[src/ppu_tx_consts.svh]
// ====================
// Widths, register map and range-limit numbers
// for the transmit-clock video back end
// ====================

`ifndef PPU_TX_CONSTS_SVH
`define PPU_TX_CONSTS_SVH

// Pixel path widths
`define PPU_COLOR_W         8
`define PPU_RELPOS_W        8
`define PPU_SL_STR_W        8

// Scanline band is (thickness+1) * 64 positions wide
`define PPU_SL_BAND_SHIFT   6

// Wishbone slave
`define PPU_WB_ADDR_W       2
`define PPU_WB_DATA_W       16

// Register addresses
`define PPU_REG_HSL         2'd0
`define PPU_REG_VSL         2'd1
`define PPU_REG_CTRL        2'd2

// Register field layout
`define PPU_SL_REG_W        7
`define PPU_CTRL_REG_W      2
`define PPU_CTRL_LIMRGB_BIT 0
`define PPU_CTRL_LINK_BIT   1

// Limited RGB range
`define PPU_LIMIT_COEFF     220
`define PPU_LIMIT_OFFSET    16

`endif

[src/ppu_tx_pkg.sv]
// ====================
// Types for sync, colour, pixel stream and scanline config
// ====================

`include "ppu_tx_consts.svh"

package ppu_tx_pkg;

  // Sync and data enable, 3 bits
  typedef struct packed {
    logic vsync;
    logic hsync;
    logic de;
  } sync_t;

  // One RGB pixel, 24 bits
  typedef struct packed {
    logic [`PPU_COLOR_W-1:0] red;
    logic [`PPU_COLOR_W-1:0] green;
    logic [`PPU_COLOR_W-1:0] blue;
  } rgb_t;

  // Stream between the scanline stages
  // positions are relative to the current source line and pixel
  typedef struct packed {
    sync_t                    sync;
    rgb_t                     rgb;
    logic [`PPU_RELPOS_W-1:0] hpos_rel;
    logic [`PPU_RELPOS_W-1:0] vpos_rel;
  } pix_t;

  // Final video output
  typedef struct packed {
    sync_t sync;
    rgb_t  rgb;
  } vid_t;

  // Decoded settings of one scanline stage
  typedef struct packed {
    logic                     en;
    logic [1:0]               thickness;
    logic [`PPU_SL_STR_W-1:0] strength;
  } sl_cfg_t;

endpackage

[src/ppu_tx_cfg_regs.sv]
// ====================
// Wishbone classic slave with the scanline and range registers
// ====================

`timescale 1ns/1ps
`include "ppu_tx_consts.svh"

module ppu_tx_cfg_regs (
  input  logic                       VCLK_Tx,
  input  logic                       nVRST_Tx,

  // Wishbone classic slave
  input  logic                       wb_cyc_i,
  input  logic                       wb_stb_i,
  input  logic                       wb_we_i,
  input  logic [`PPU_WB_ADDR_W-1:0]  wb_adr_i,
  input  logic [`PPU_WB_DATA_W-1:0]  wb_dat_i,
  output logic [`PPU_WB_DATA_W-1:0]  wb_dat_o,
  output logic                       wb_ack_o,

  // Decoded configuration
  output ppu_tx_pkg::sl_cfg_t        vsl_cfg_o,
  output ppu_tx_pkg::sl_cfg_t        hsl_cfg_o,
  output logic                       limited_rgb_o
);

  logic [`PPU_SL_REG_W-1:0]   hsl_q;
  logic [`PPU_SL_REG_W-1:0]   vsl_q;
  logic [`PPU_CTRL_REG_W-1:0] ctrl_q;
  logic                       wb_req;
  logic [`PPU_SL_REG_W-1:0]   vsl_src;

  // Register to config: en bit 0, thickness 2:1, strength code 6:3
  // strength (s+1)*16-1 is just the code with four ones appended
  function automatic ppu_tx_pkg::sl_cfg_t decode_sl(
    input logic [`PPU_SL_REG_W-1:0] r
  );
    ppu_tx_pkg::sl_cfg_t c;
    c.en        = r[0];
    c.thickness = r[2:1];
    c.strength  = {r[6:3], 4'hf};
    return c;
  endfunction

  // ====================
  // Wishbone handshake
  // ====================

  // One request per ack, no wait states
  assign wb_req = wb_cyc_i & wb_stb_i & ~wb_ack_o;

  always_ff @(posedge VCLK_Tx or negedge nVRST_Tx) begin
    if (!nVRST_Tx) begin
      wb_ack_o <= 1'b0;
      hsl_q    <= '0;
      vsl_q    <= '0;
      ctrl_q   <= '0;
    end else begin
      wb_ack_o <= wb_req;
      if (wb_req && wb_we_i) begin
        case (wb_adr_i)
          `PPU_REG_HSL:  hsl_q  <= wb_dat_i[`PPU_SL_REG_W-1:0];
          `PPU_REG_VSL:  vsl_q  <= wb_dat_i[`PPU_SL_REG_W-1:0];
          `PPU_REG_CTRL: ctrl_q <= wb_dat_i[`PPU_CTRL_REG_W-1:0];
          default: ;
        endcase
      end
    end
  end

  // Read back, address is held by the master until ack
  always_comb begin
    wb_dat_o = '0;
    case (wb_adr_i)
      `PPU_REG_HSL:  wb_dat_o[`PPU_SL_REG_W-1:0]   = hsl_q;
      `PPU_REG_VSL:  wb_dat_o[`PPU_SL_REG_W-1:0]   = vsl_q;
      `PPU_REG_CTRL: wb_dat_o[`PPU_CTRL_REG_W-1:0] = ctrl_q;
      default: ;
    endcase
  end

  // ====================
  // Config decode
  // ====================

  // Linked mode takes thickness and strength from HSL
  // vertical enable stays with VSL
  assign vsl_src = ctrl_q[`PPU_CTRL_LINK_BIT] ? {hsl_q[6:1], vsl_q[0]} : vsl_q;

  always_ff @(posedge VCLK_Tx or negedge nVRST_Tx) begin
    if (!nVRST_Tx) begin
      hsl_cfg_o     <= '0;
      vsl_cfg_o     <= '0;
      limited_rgb_o <= 1'b0;
    end else begin
      hsl_cfg_o     <= decode_sl(hsl_q);
      vsl_cfg_o     <= decode_sl(vsl_src);
      limited_rgb_o <= ctrl_q[`PPU_CTRL_LIMRGB_BIT];
    end
  end

endmodule

[src/scanline_emu.sv]
// ====================
// Scanline stage that dims pixels inside the band
// ====================

`timescale 1ns/1ps
`include "ppu_tx_consts.svh"

module scanline_emu #(
  // Set to compare vpos_rel, clear to compare hpos_rel
  parameter bit SEL_VPOS = 1'b0
) (
  input  logic                VCLK_Tx,
  input  logic                nVRST_Tx,
  input  ppu_tx_pkg::pix_t    pix_i,
  input  ppu_tx_pkg::sl_cfg_t sl_cfg_i,
  output ppu_tx_pkg::pix_t    pix_o
);

  logic [`PPU_RELPOS_W-1:0] rel_pos;
  logic [`PPU_RELPOS_W:0]   band_end;
  logic                     in_band;
  ppu_tx_pkg::rgb_t         rgb_dim;

  ppu_tx_pkg::sync_t        sync_q;
  ppu_tx_pkg::rgb_t         rgb_q;
  logic [`PPU_RELPOS_W-1:0] hpos_q;
  logic [`PPU_RELPOS_W-1:0] vpos_q;

  // c - floor(c*strength/256)
  function automatic logic [`PPU_COLOR_W-1:0] dim_chan(
    input logic [`PPU_COLOR_W-1:0]  c,
    input logic [`PPU_SL_STR_W-1:0] str
  );
    logic [`PPU_COLOR_W+`PPU_SL_STR_W-1:0] prod;
    prod = (`PPU_COLOR_W+`PPU_SL_STR_W)'(c) * (`PPU_COLOR_W+`PPU_SL_STR_W)'(str);
    return c - prod[`PPU_COLOR_W+`PPU_SL_STR_W-1 -: `PPU_COLOR_W];
  endfunction

  assign rel_pos = SEL_VPOS ? pix_i.vpos_rel : pix_i.hpos_rel;

  // Band ends at (thickness+1)*64 and the extra bit holds 256
  assign band_end = (`PPU_RELPOS_W+1)'(sl_cfg_i.thickness + 3'd1) << `PPU_SL_BAND_SHIFT;

  assign in_band = sl_cfg_i.en & pix_i.sync.de & ({1'b0, rel_pos} < band_end);

  always_comb begin
    rgb_dim.red   = dim_chan(pix_i.rgb.red,   sl_cfg_i.strength);
    rgb_dim.green = dim_chan(pix_i.rgb.green, sl_cfg_i.strength);
    rgb_dim.blue  = dim_chan(pix_i.rgb.blue,  sl_cfg_i.strength);
  end

  // ====================
  // Output register
  // ====================

  always_ff @(posedge VCLK_Tx or negedge nVRST_Tx) begin
    if (!nVRST_Tx) begin
      sync_q <= '0;
    end else begin
      sync_q <= pix_i.sync;
    end
  end

  // Colour and positions travel with the sync
  always_ff @(posedge VCLK_Tx) begin
    rgb_q  <= in_band ? rgb_dim : pix_i.rgb;
    hpos_q <= pix_i.hpos_rel;
    vpos_q <= pix_i.vpos_rel;
  end

  assign pix_o = {sync_q, rgb_q, hpos_q, vpos_q};

endmodule

[src/rgb_range_limit.sv]
// ====================
// Output register stages with optional limited RGB range
// ====================

`timescale 1ns/1ps
`include "ppu_tx_consts.svh"

module rgb_range_limit (
  input  logic             VCLK_Tx,
  input  logic             nVRST_Tx,
  input  ppu_tx_pkg::vid_t vid_i,
  input  logic             limited_rgb_i,
  output ppu_tx_pkg::vid_t vid_o
);

  logic [`PPU_COLOR_W-1:0]   chan_in [3];
  logic [2*`PPU_COLOR_W-1:0] prod    [3];
  logic [`PPU_COLOR_W:0]     s1_lim  [3];
  logic [`PPU_COLOR_W-1:0]   s2_lim  [3];
  logic [`PPU_COLOR_W-1:0]   s3_lim  [3];
  ppu_tx_pkg::rgb_t          s1_full;
  ppu_tx_pkg::rgb_t          s2_full;
  ppu_tx_pkg::rgb_t          s3_rgb;
  ppu_tx_pkg::sync_t         s1_sync;
  ppu_tx_pkg::sync_t         s2_sync;

  assign chan_in[0] = vid_i.rgb.red;
  assign chan_in[1] = vid_i.rgb.green;
  assign chan_in[2] = vid_i.rgb.blue;

  // Scale by 220/256 and add the black level
  always_comb begin
    for (int ch = 0; ch < 3; ch++) begin
      prod[ch]   = (2*`PPU_COLOR_W)'(chan_in[ch]) * (2*`PPU_COLOR_W)'(`PPU_LIMIT_COEFF);
      s3_lim[ch] = s2_lim[ch] + `PPU_COLOR_W'(`PPU_LIMIT_OFFSET);
    end
  end

  assign s3_rgb = limited_rgb_i ? {s3_lim[0], s3_lim[1], s3_lim[2]} : s2_full;

  // ====================
  // Pipeline
  // ====================

  // Stage 1 keeps the top 9 product bits, stage 2 rounds to 8
  always_ff @(posedge VCLK_Tx) begin
    for (int ch = 0; ch < 3; ch++) begin
      s1_lim[ch] <= prod[ch][2*`PPU_COLOR_W-1 -: `PPU_COLOR_W+1];
      s2_lim[ch] <= s1_lim[ch][`PPU_COLOR_W:1] + `PPU_COLOR_W'(s1_lim[ch][0]);
    end
    s1_full <= vid_i.rgb;
    s2_full <= s1_full;
  end

  // Sync follows the colour pipeline
  always_ff @(posedge VCLK_Tx or negedge nVRST_Tx) begin
    if (!nVRST_Tx) begin
      s1_sync <= '0;
      s2_sync <= '0;
      vid_o   <= '0;
    end else begin
      s1_sync <= vid_i.sync;
      s2_sync <= s1_sync;
      vid_o   <= {s2_sync, s3_rgb};
    end
  end

endmodule

[src/ppu_tx_top.sv]
// ====================
// Transmit-side top: config slave, two scanline stages, output stage
// ====================

`timescale 1ns/1ps
`include "ppu_tx_consts.svh"

module ppu_tx_top (
  input  logic                      VCLK_Tx,
  input  logic                      nVRST_Tx,

  // Wishbone classic slave
  input  logic                      wb_cyc_i,
  input  logic                      wb_stb_i,
  input  logic                      wb_we_i,
  input  logic [`PPU_WB_ADDR_W-1:0] wb_adr_i,
  input  logic [`PPU_WB_DATA_W-1:0] wb_dat_i,
  output logic [`PPU_WB_DATA_W-1:0] wb_dat_o,
  output logic                      wb_ack_o,

  // Video
  input  ppu_tx_pkg::pix_t          pix_i,
  output ppu_tx_pkg::vid_t          vid_o
);

  ppu_tx_pkg::sl_cfg_t vsl_cfg;
  ppu_tx_pkg::sl_cfg_t hsl_cfg;
  logic                limited_rgb;
  ppu_tx_pkg::pix_t    vsl_pix;
  ppu_tx_pkg::pix_t    hsl_pix;
  ppu_tx_pkg::vid_t    hsl_vid;

  ppu_tx_cfg_regs u_cfg_regs (
    .VCLK_Tx       (VCLK_Tx),
    .nVRST_Tx      (nVRST_Tx),
    .wb_cyc_i      (wb_cyc_i),
    .wb_stb_i      (wb_stb_i),
    .wb_we_i       (wb_we_i),
    .wb_adr_i      (wb_adr_i),
    .wb_dat_i      (wb_dat_i),
    .wb_dat_o      (wb_dat_o),
    .wb_ack_o      (wb_ack_o),
    .vsl_cfg_o     (vsl_cfg),
    .hsl_cfg_o     (hsl_cfg),
    .limited_rgb_o (limited_rgb)
  );

  // Vertical scanlines run along hpos
  scanline_emu #(.SEL_VPOS(1'b0)) u_vsl (
    .VCLK_Tx  (VCLK_Tx),
    .nVRST_Tx (nVRST_Tx),
    .pix_i    (pix_i),
    .sl_cfg_i (vsl_cfg),
    .pix_o    (vsl_pix)
  );

  scanline_emu #(.SEL_VPOS(1'b1)) u_hsl (
    .VCLK_Tx  (VCLK_Tx),
    .nVRST_Tx (nVRST_Tx),
    .pix_i    (vsl_pix),
    .sl_cfg_i (hsl_cfg),
    .pix_o    (hsl_pix)
  );

  // Positions end at the last scanline stage
  assign hsl_vid = {hsl_pix.sync, hsl_pix.rgb};

  rgb_range_limit u_range_limit (
    .VCLK_Tx       (VCLK_Tx),
    .nVRST_Tx      (nVRST_Tx),
    .vid_i         (hsl_vid),
    .limited_rgb_i (limited_rgb),
    .vid_o         (vid_o)
  );

endmodule

[config.mk]
export PLATFORM = sky130hd
export DESIGN_NAME = ppu_tx_top
export DESIGN_NICKNAME = d
export VERILOG_FILES = /design/src/ppu_tx_pkg.sv /design/src/ppu_tx_cfg_regs.sv /design/src/scanline_emu.sv /design/src/rgb_range_limit.sv /design/src/ppu_tx_top.sv
export VERILOG_INCLUDE_DIRS = /design/src
export SDC_FILE = /design/constraint.sdc
export NUM_CORES = 1
export LEC_CHECK = 0
export BUFFER_PORTS_ARGS = -buffer_cell sky130_fd_sc_hd__buf_2
export CAP_MARGIN = 20
export CORE_ASPECT_RATIO = 0.7
export CORE_MARGIN = 2
export CORE_UTILIZATION = 50
export CTS_CLUSTER_SIZE = 30
export DETAILED_ROUTE_END_ITERATION = 12
export PLACE_DENSITY = 0.73
export SYNTH_ARGS = -nofsm -noshare
export SYNTH_HDL_FRONTEND = slang
export SYNTH_SLANG_ARGS = --single-unit
[constraint.sdc]
create_clock -name VCLK_Tx -period 14.1 [get_ports VCLK_Tx]
set_input_delay 1.41 -clock VCLK_Tx [delete_from_list [all_inputs] [get_ports VCLK_Tx]]
set_output_delay 1.41 -clock VCLK_Tx [all_outputs]
set_load 0.02 [all_outputs]
After elaboration in Yosys (flattened, before gate mapping)
Memories as Yosys holds them, arrays and structs flattened.
Index checks and enable logic that the tools add are counted.
{"block": "op_classes", "addsub": 14, "n_mul": 9, "n_lt_le_gt_ge": 2, "n_eq_ne": 2, "mux": 6, "n_bitwise": 7, "reduce_logical": 5}
{"cell": "multiplier 8 x 8 -> 16 bit", "n": 6}
{"cell": "2-to-1 mux 24 bit", "n": 3}
{"cell": "subtractor 8 bit", "n": 6}
{"cell": "multiplier 8 x 6 -> 14 bit, second input constant", "n": 3}
{"cell": "adder 8 x 1 -> 8 bit", "n": 3}
{"cell": "adder 8 x 5 -> 8 bit, second input constant", "n": 3}
{"cell": "less-than comparator 8 x 9 -> 1 bit", "n": 2}
{"cell": "case mux 5 bit (2 select lines)", "n": 1}
{"cell": "2-to-1 mux 7 bit", "n": 1}
{"cell": "adder 2 x 1 -> 3 bit, second input constant", "n": 2}
{"cell": "bitwise AND 1 bit", "n": 6}
{"cell": "case mux 2 bit (3 select lines)", "n": 1}
{"cell": "AND reduction 2 bit", "n": 3}
{"cell": "equality test 2 x 1 -> 1 bit, second input constant", "n": 1}
{"cell": "equality test 2 bit, second input constant", "n": 1}
{"cell": "zero test 2 bit", "n": 1}
{"cell": "logical AND 1 bit", "n": 1}
{"cell": "NOT 1 bit", "n": 1}
{"block": "word_totals", "regBits": 183, "mem_bits_rw": 51, "input_bits": 66, "out_inout_bits": 44, "n_memories": 2}
{"name": "u_range_limit.s1_lim", "depth": 3, "width": 9, "rd": 3, "rd_clocked_by_memory_dff": 0, "wr": 3, "line_no": "rgb_range_limit.sv:18", "source": "logic [`PPU_COLOR_W:0] s1_lim [3];"}
{"name": "u_range_limit.s2_lim", "depth": 3, "width": 8, "rd": 3, "rd_clocked_by_memory_dff": 0, "wr": 3, "line_no": "rgb_range_limit.sv:19", "source": "logic [`PPU_COLOR_W-1:0] s2_lim [3];"}

Longest topological paths before layout
Gate-level depths: netlist (run 1).
{"block": "depth", "word_depth": 4, "depth_mapped": 29}

Hierarchy
From an unflattened synthesis (run 1), not the netlist that was laid out.
{"block": "hier_totals", "hier_cells": 2369, "area_unflattened_um2": 23516.3}
{"mod": "scanline_emu at u_hsl", "instances": 1, "cells_per_inst": 867, "area_per_inst_um2": 7800.0, "seq_area_each_um2": 875.8}
{"mod": "scanline_emu at u_vsl", "instances": 1, "cells_per_inst": 839, "area_per_inst_um2": 7686.1, "seq_area_each_um2": 875.8}
{"mod": "rgb_range_limit", "instances": 1, "cells_per_inst": 563, "area_per_inst_um2": 6601.3, "seq_area_each_um2": 2807.7}
{"mod": "ppu_tx_cfg_regs", "instances": 1, "cells_per_inst": 100, "area_per_inst_um2": 1428.9, "seq_area_each_um2": 825.8}

Least setup slack after synthesis (run 1)
OpenSTA, ideal clock, no wires.
{"block": "synth_path", "path_type": "input-to-reg", "start": "input pix_i[26] in the netlist's numbering", "end": "register u_vsl.rgb_q, in the netlist u_vsl.pix_o[31]", "t_arrival_ps": 6589, "required_ps": 13982, "path_slack_ps": 7392, "cell_stages": 22, "path_buffers": 1, "path_cell_list": "clkbuf_1 -> and2_1 -> fa_1 -> fa_1 -> fa_1 -> inv_1 -> fa_1 -> inv_1 -> ha_1 -> a21oi_1 -> and3_1 -> nand2_1 -> and2_1 -> o21a_1 -> or2_1 -> ha_1 -> nand3_1 -> o2111a_1 -> o21a_1 -> or3_1 -> a21o_1 -> xnor2_1"}
{"block": "synth_between", "elab_chain_cells": 3}
{"item": "start, declared", "line_no": "ppu_tx_top.sv:22", "source": "input ppu_tx_pkg::pix_t pix_i,"}
{"item": "multiplier 8 x 8 -> 16 bit", "line_no": "scanline_emu.sv:35", "source": "prod = (`PPU_COLOR_W+`PPU_SL_STR_W)'(c) * (`PPU_COLOR_W+`PPU_SL_STR_W)'(str);"}
{"item": "subtractor 8 bit *", "line_no": "scanline_emu.sv:36", "source": "return c - prod[`PPU_COLOR_W+`PPU_SL_STR_W-1 -: `PPU_COLOR_W];"}
{"item": "2-to-1 mux 24 bit *", "line_no": "scanline_emu.sv:66", "source": "rgb_q <= in_band ? rgb_dim : pix_i.rgb;"}
{"item": "end signal, assigned", "line_no": "scanline_emu.sv:66"}
{"item": "end, declared", "line_no": "scanline_emu.sv:25", "source": "ppu_tx_pkg::rgb_t rgb_q;"}
Mark *: on every way between the ends. The rest lies on a longest branch, timed or not.
A chain may end at the register's enable or synchronous reset.

Worst setup path in the final report (run 1)
{"block": "layout_path", "start": "input pix_i[29] in the netlist's numbering", "end": "register u_vsl.rgb_q, in the netlist u_vsl.pix_o[31]"}
Same word-level chain as after synthesis.

==> qor.csv, run 1 <==
metric;value;unit
Yosys top cell by area;fa_1;
Hold WS;0.324;ns
DR vias;14900;
Max clock buf depth;3;
RSZ-0062 raised after global routing;false;
Most used DFF post-synth;dfxtp_1;
Num CTS Buffers;22;
post-synthesis adder-cell area fraction;0.418;
YS warnings;0;
Clock Root Buffer;clkbuf_16;
area grow syn2layout;7.87;%
Synth top cells by count;482 x inv_1, 338 x ha_1, 249 x fa_1;
Synth Area in Compound Gates;0.0679;
antenna cells;0;
Worst Setup End Kind;register;
H-tree levels;1;
post-route cell area;23800;um2
flops & latches, synth;221;
# fillers;3828;
IO Count;110;
final WL;43000;um
cts hold-fix bufs;0;
core area;43600;um2
Synth area leaders;fa_1 23%, ha_1 19%, dfxtp_1 14%;
DRT antenna net count;0;
DP Area;23000;um2
Synth Area in XOR/XNOR;0.0600;
Pre-antenna DRT Iters;5;
grt ovf;0;
hold path depth;0;
Post-synth ARST share;0.326;
drt drc;0;
wire per inst;14.5;um
port bufs;79;
die width;255;um
r2r startpoint;u_cfg_regs.vsl_cfg_o[3];
count leader, synth;inv_1;
Gate Count Post-Synth;2296;
CP startpoint kind;input pin;
register area share after synthesis;0.217;
crit-path max FO;7;
die area;45800;um2
largest family of logic cells by synthesized area;adder cells;
initial antenna violation count;0;
maxcap violations;0;
Synth Cell Area;22000;um2
Achievable Freq;149;MHz
Post-synth EDFFs;0;
Least-Margin Pin Slew;0.955;ns
hold wc startpoint;u_range_limit.s1_full[6];
DP HPWL;35200;um
top cell type's share of synthesized area;0.226;
status;completed;
Slew headroom;0.364;
Min-Delay Endpoint;u_range_limit.s2_full[6];
clk_lat worst skew;0.53;ns
post-CTS sizing;0;
synthesized area per cell;9.59;um2
Reg2Reg Depth;24;
critical register-to-register path endpoint;u_vsl.pix_o[31];
crit share post-route;0.477;
largest net degree at the start of global routing;59;
number of standard cells in the layout, taps in and fillers out;2965;
CP Class;input pin to register;
hold crit path type;register to register;
setup TNS;0;ns
reg2reg setup slack;7.53;ns
number of global-route vias before repair;16100;
Worst EP required;14.50;ns
Multi-input gate area;15200;um2
first-pass GRT wire length;75500;um
Post-Synth Simple-Gate Area;0.117;
vias per cell;5.03;
Hold Violations, Final;0;
layout cells sized above 1;0.0717;
Slew Viols, Final;0;
post-synthesis mux area share;0.0250;
Die Ht;180;um
Worst-path clk slew;0.07;ns
minimum clock period;6.73;ns
Cell variety after synth;54;
clk sinks;221;
final RePlAce weighted congestion;0.876;
Cell Rows;64;
Fin Clk Skew;0.0267;ns
GRT Overall Usage;0.198;
Final #Nets;3008;
CTS tree;done;
Worst EP arrival;7.14;ns
First DRT Iteration DRCs;662;
# setup viols final;0;
placed cells;2925;
Post-CTS Setup Bufs;0;
initial core utilization;0.506;
FF/Latch Area;4780;um2
-- worst max-delay path by stage --
| stage | from | end | slack (ns) | cells past startpoint |
|---|---|---|---|---|
| 6_report | pix_i[29] | u_vsl.pix_o[31] | 7.37 | 26 |
| 5_1_grt | pix_i[29] | u_vsl.pix_o[31] | 7.06 | 26 |
| 4_1_cts | pix_i[29] | u_vsl.pix_o[31] | 7.40 | 25 |
| 3_5_place_dp | pix_i[29] | u_vsl.pix_o[31] | 6.85 | 25 |
| 3_3_place_gp | pix_i[29] | u_vsl.pix_o[31] | 6.97 | 25 |
| 2_1_floorplan | pix_i[26] | u_vsl.pix_o[31] | 7.39 | 22 |
-- cells by family after synthesis --
group	after synthesis
fa+ha+maj	587
other cells	2
compound gates	237
xor+xnor	151
mux	50
flops	221
buf+inv	544
simple gates	504
-- stage by stage --
| step | utilization | setup slack, ns |
|---|---|---|
| after floorplan | - | 7.39 |
| after global placement | 0.528 | 6.97 |
| after detailed placement | 0.528 | 6.85 |
| after CTS | 0.546 | 7.40 |
| after global routing | 0.546 | 7.06 |
| final | 0.546 | 7.37 |
-- layout make-up --
cell class	count	share of cell area
Clock buffer	26	0.0251
Sequential cell	221	0.201
Timing Repair Buffer	85	0.0186
Tap cell	594	0.0313
Multi-Input combinational cell	1539	0.640
Clock inverter	14	0.00737
Inverter	486	0.0768
-- layout by cell type, fill, tap and decap left out, types with 40 or more instances in the layout --
| master | n |
|---|---|
| buf_2 | 78 |
| mux2_2 | 40 |
| ha_1 | 338 |
| fa_1 | 249 |
| nor2_1 | 47 |
| inv_1 | 482 |
| and2_1 | 155 |
| dfrtp_1 | 72 |
| xor2_1 | 63 |
| a21oi_1 | 63 |
| nand2_1 | 179 |
| dfxtp_1 | 149 |
| o21ai_0 | 48 |
| xnor2_1 | 88 |
-- metal layers --
metal | vias to the layer above | part of all wire | wire length (um) | global-route usage
met4 | 0 | 0.020 | 853 | 0.0426
met1 | 7291 | 0.47 | 20300 | 0.273
li1 | 7336 | - | - | -
met5 | - | 0 | 0 | 0
met3 | 66 | 0.038 | 1630 | 0.0248
met2 | 235 | 0.47 | 20200 | 0.334
-- state kept, by name (all words and copies together), names as in the netlist --
signal and cells:
u_range_limit.s1_lim 27, u_cfg_regs.hsl_cfg_o 7, u_cfg_regs.wb_ack_o 1, u_cfg_regs.hsl_q 7
u_cfg_regs.vsl_q 7, u_cfg_regs.ctrl_q 2, u_range_limit.s2_sync 3, u_range_limit.s2_lim 24
u_range_limit.s1_sync 3, u_vsl.pix_o 27, u_range_limit.s2_full 24, u_range_limit.s1_full 24
u_cfg_regs.vsl_cfg_o 8, u_hsl.pix_o 27, u_cfg_regs.limited_rgb_o 1, u_vsl.vpos_q 2
u_range_limit.vid_o 27
-- critical path: stages --
cell and delay (ns):
buf_2 0.16, nand2_1 0.17, inv_1 0.13, fa_1 0.55, inv_1 0.05, fa_1 0.48
inv_1 0.06, fa_1 0.54, inv_1 0.06, fa_1 0.52, inv_1 0.04, ha_1 0.33
and4_1 0.19, o21ai_1 0.08, nand2_1 0.16, and2_1 0.21, o21a_1 0.19, nor2_1 0.14
xor2_1 0.11, ha_1 0.35, nand3_1 0.11, o2111a_1 0.27, o21a_1 0.19, or3_1 0.35
a21o_1 0.17, xnor2_1 0.12
Power of run 1 is left out: the tool's default activity adds up to more than one toggle a clock period on the data nets, which glitch-free logic cannot reach.
==> inputs of run 2 (changes only) <==
--- a/config.mk
+++ b/config.mk
@@ -6,6 +6,7 @@
 export SDC_FILE = /design/constraint.sdc
 export NUM_CORES = 1
 export LEC_CHECK = 0
+export ABC_AREA = 1
 export BUFFER_PORTS_ARGS = -buffer_cell sky130_fd_sc_hd__buf_2
 export CAP_MARGIN = 20
 export CORE_ASPECT_RATIO = 0.7
@@ -13,7 +14,7 @@
 export CORE_UTILIZATION = 50
 export CTS_CLUSTER_SIZE = 30
 export DETAILED_ROUTE_END_ITERATION = 12
-export PLACE_DENSITY = 0.73
+export PLACE_DENSITY = 0.76
 export SYNTH_ARGS = -nofsm -noshare
 export SYNTH_HDL_FRONTEND = slang
 export SYNTH_SLANG_ARGS = --single-unit
==> constraint.sdc (replaced) <==
create_clock -name VCLK_Tx -period 5.4 [get_ports VCLK_Tx]
set_input_delay 0.54 -clock VCLK_Tx [delete_from_list [all_inputs] [get_ports VCLK_Tx]]
set_output_delay 0.54 -clock VCLK_Tx [all_outputs]
set_load 0.02 [all_outputs]
==> run 2 against run 1 <==
First-iteration DRC count rose by 29%. Routed wire length increased by 12%. Via count is 18% higher. Hold slack got worse by 0.21 ns. Count of clock-buffer cells in the layout did not move. Global-route usage increased by 0.066 points. Critical path depth down 2. Setup slack lost 7.3 ns. Area after synthesis increased by 5.3%. Die area increased by 5.2%. Final area rose by 13%. Critical path type is now register to register.
==> qor.csv, run 2 <==
metric;value;unit;change
status;completed;;
layout cells sized above 1;0.152;;+0.0802
Synth area leaders;fa_1 21%, ha_1 18%, dfxtp_1 13%;;
hold crit path type;input pin to register;;
synthesized area per cell;8.03;um2;-16%
H-tree levels;1;;unchanged
maxcap violations;0;;unchanged
Final WS setup;0.0888;ns;-7.28 ns
DR vias;17600;;+18%
Synth top cells by count;750 x inv_1, 671 x nand2_1, 338 x ha_1;;
largest net degree at the start of global routing;60;;+1.7%
initial core utilization;0.503;;-0.00301
Synth Cell Area;23200;um2;+5.3%
core area;46200;um2;+6.0%
RSZ-0062 raised after global routing;true;;
Yosys top cell by area;fa_1;;
DRT antenna net count;0;;unchanged
CP Class;register to register;;
Worst EP required;5.83;ns;-8.67 ns
grt ovf;0;;unchanged
wire per inst;12.9;um;-11%
Reg2Reg Depth;24;;unchanged
Worst Setup End Kind;register;;
DP Area;25100;um2;+9.3%
CTS tree;done;;
Cell variety after synth;40;;-26%
# fillers;3985;;+4.1%
FF/Latch Area;4790;um2;+0.10%
crit-path most repeated cell;nand2_1;;
IO Count;110;;unchanged
Pre-antenna DRT Iters;5;;unchanged
antenna cells;0;;unchanged
drt drc;0;;unchanged
vias per cell;4.73;;-6.0%
CP Cell Sequence;buf_8 > buf_12 > nand2_1 > inv_1 > ha_1 > a31oi_2 > fa_1 > fa_1 > inv_1 > fa_1 > ha_4 > a21oi_1 > nand2_1 > nand2_1 > nand3_1 > xnor2_2 > inv_1 > fa_2 > o21ai_2 > nand2_1 > nand2_1 > a21oi_1 > xor2_1 > o21ai_1;;
final WL;48000;um;+12%
most frequent cells in the layout;727 x inv_1, 636 x nand2_1, 318 x ha_1;;
hold path depth;1;;+1
number of standard cells in the layout, taps in and fillers out;3725;;+26%
Fin Clk Skew;0.0130;ns;-0.0137 ns
Post-synth ARST share;0.326;;unchanged
Die Ht;184;um;+2.6%
Post-synth EDFFs;0;;unchanged
YS warnings;0;;unchanged
Slew headroom;0.347;;-0.0169
crit-path max FO;7;;unchanged
placed cells;3654;;+25%
minimum clock period;5.31;ns;
clk_lat worst skew;0.53;ns;about the same
Slew Viols, Final;0;;unchanged
slowest CP cell;fa_1;;
register area share after synthesis;0.206;;-0.0110
Clock Root Buffer;clkbuf_16;;
pre-CTS WS;-0.124;ns;-6.97 ns
most common cell after layout, fill and taps aside;inv_1;;
crit share post-route;0.984;;
Cell Rows;66;;+3.1%
Worst-path clk slew;0.06;ns;about the same
Max clock buf depth;3;;unchanged
area grow syn2layout;16.1;%;
initial antenna violation count;0;;unchanged
Least-Margin Pin Slew;0.979;ns;+0.0242 ns
First DRT Iteration DRCs;854;;+29%
Final #Nets;3749;;+25%
final RePlAce weighted congestion;0.875;;-0.21%
Num CTS Buffers;23;;+4.5%
GRT Overall Usage;0.199;;+0.000658
flops & latches, synth;221;;unchanged
Multi-input gate area;16100;um2;+5.6%
first-pass GRT wire length;79500;um;+5.3%
port bufs;79;;unchanged
count leader, synth;inv_1;;
post-route cell area;26900;um2;+13%
top cell type's share of synthesized area;0.215;;-0.0115
die width;261;um;+2.6%
DP HPWL;37800;um;+7.3%
number of global-route vias before repair;17300;;+7.3%
Hold Violations, Final;0;;unchanged
Worst EP arrival;5.75;ns;-1.39 ns
die area;48200;um2;+5.2%
Achievable Freq;188;MHz;
Gate Count Post-Synth;2891;;+26%
slowest cell delay on critical path;0.54;ns;about the same
# setup viols final;0;;unchanged
fin util;0.584;;+0.0380
clk sinks;221;;unchanged
Most used DFF post-synth;dfxtp_1;;
CP startpoint kind;register;;
-- run 2: final cells by class --
cell class                 count  share of cell area
clock buffer                  26              0.0225
sequential                   221               0.178
tap                          612              0.0284
timing repair buffer         228              0.0613
multi-input combinational   1858               0.596
clock inverter                16             0.00734
inverter                     764               0.107
-- run 2: timing repair --
item                       CTS  global route
gates cloned                 0             2
gates resized for setup      4           195
hold buffers                 1             0
setup endpoints to repair    3            23
pin swaps                    0           102
hold endpoints to repair    13             0
setup buffers                0            26
-- run 2: cell families after synthesis --
kind of cell | share of synthesized area
AO/OA/AOI/OAI | 0.0634
other | 0.000324
adder cells (fa/ha/maj) | 0.397
flip-flops | 0.206
buffers and inverters | 0.135
AND/OR/NAND/NOR | 0.148
XOR/XNOR | 0.0506
-- run 2: metrics by stage --
step / hold WS [ns] / TNS (ns)
finish: 0.113 / 0
global placement: 0.311 / 0
CTS: 0.0899 / 0
global route: 0.0959 / -1.47
floorplan: 0.244 / 0
detailed placement: 0.312 / -0.251
-- run 2: final timing paths --
kind / from / to / slack (ns)
min in group asynchronous: nVRST_Tx / u_cfg_regs.vsl_cfg_o[3] / 0.42
max reg2reg: u_cfg_regs.vsl_cfg_o[3] / u_hsl.pix_o[38] / 0.09
max in group asynchronous: nVRST_Tx / u_cfg_regs.vsl_cfg_o[4] / 3.85
min: pix_i[7] / u_vsl.vpos_q[7] / 0.11
max: u_cfg_regs.vsl_cfg_o[3] / u_hsl.pix_o[38] / 0.09
min reg2reg: u_range_limit.s1_full[22] / u_range_limit.s2_full[22] / 0.33
-- run 2: worst max-delay path: cells and delay by family (launching register included) --
| family | cells | cell delay [ns] |
|---|---|---|
| adder cells (fa/ha/maj) | 6 | 2.36 |
| AO/OA/AOI/OAI | 5 | 0.77 |
| AND/OR/NAND/NOR | 6 | 0.67 |
| buffers and inverters | 5 | 0.57 |
| flip-flops | 1 | 0.46 |
| XOR/XNOR | 2 | 0.36 |
-- run 2: layer usage --
metal	GRT usage	up-vias	wire (um)
li1	-	9077	-
met1	0.288	8188	23700
met2	0.322	321	21500
met3	0.0296	47	2320
met4	0.0273	0	558
met5	0	-	0
Power of run 2 is left out for the same reason.
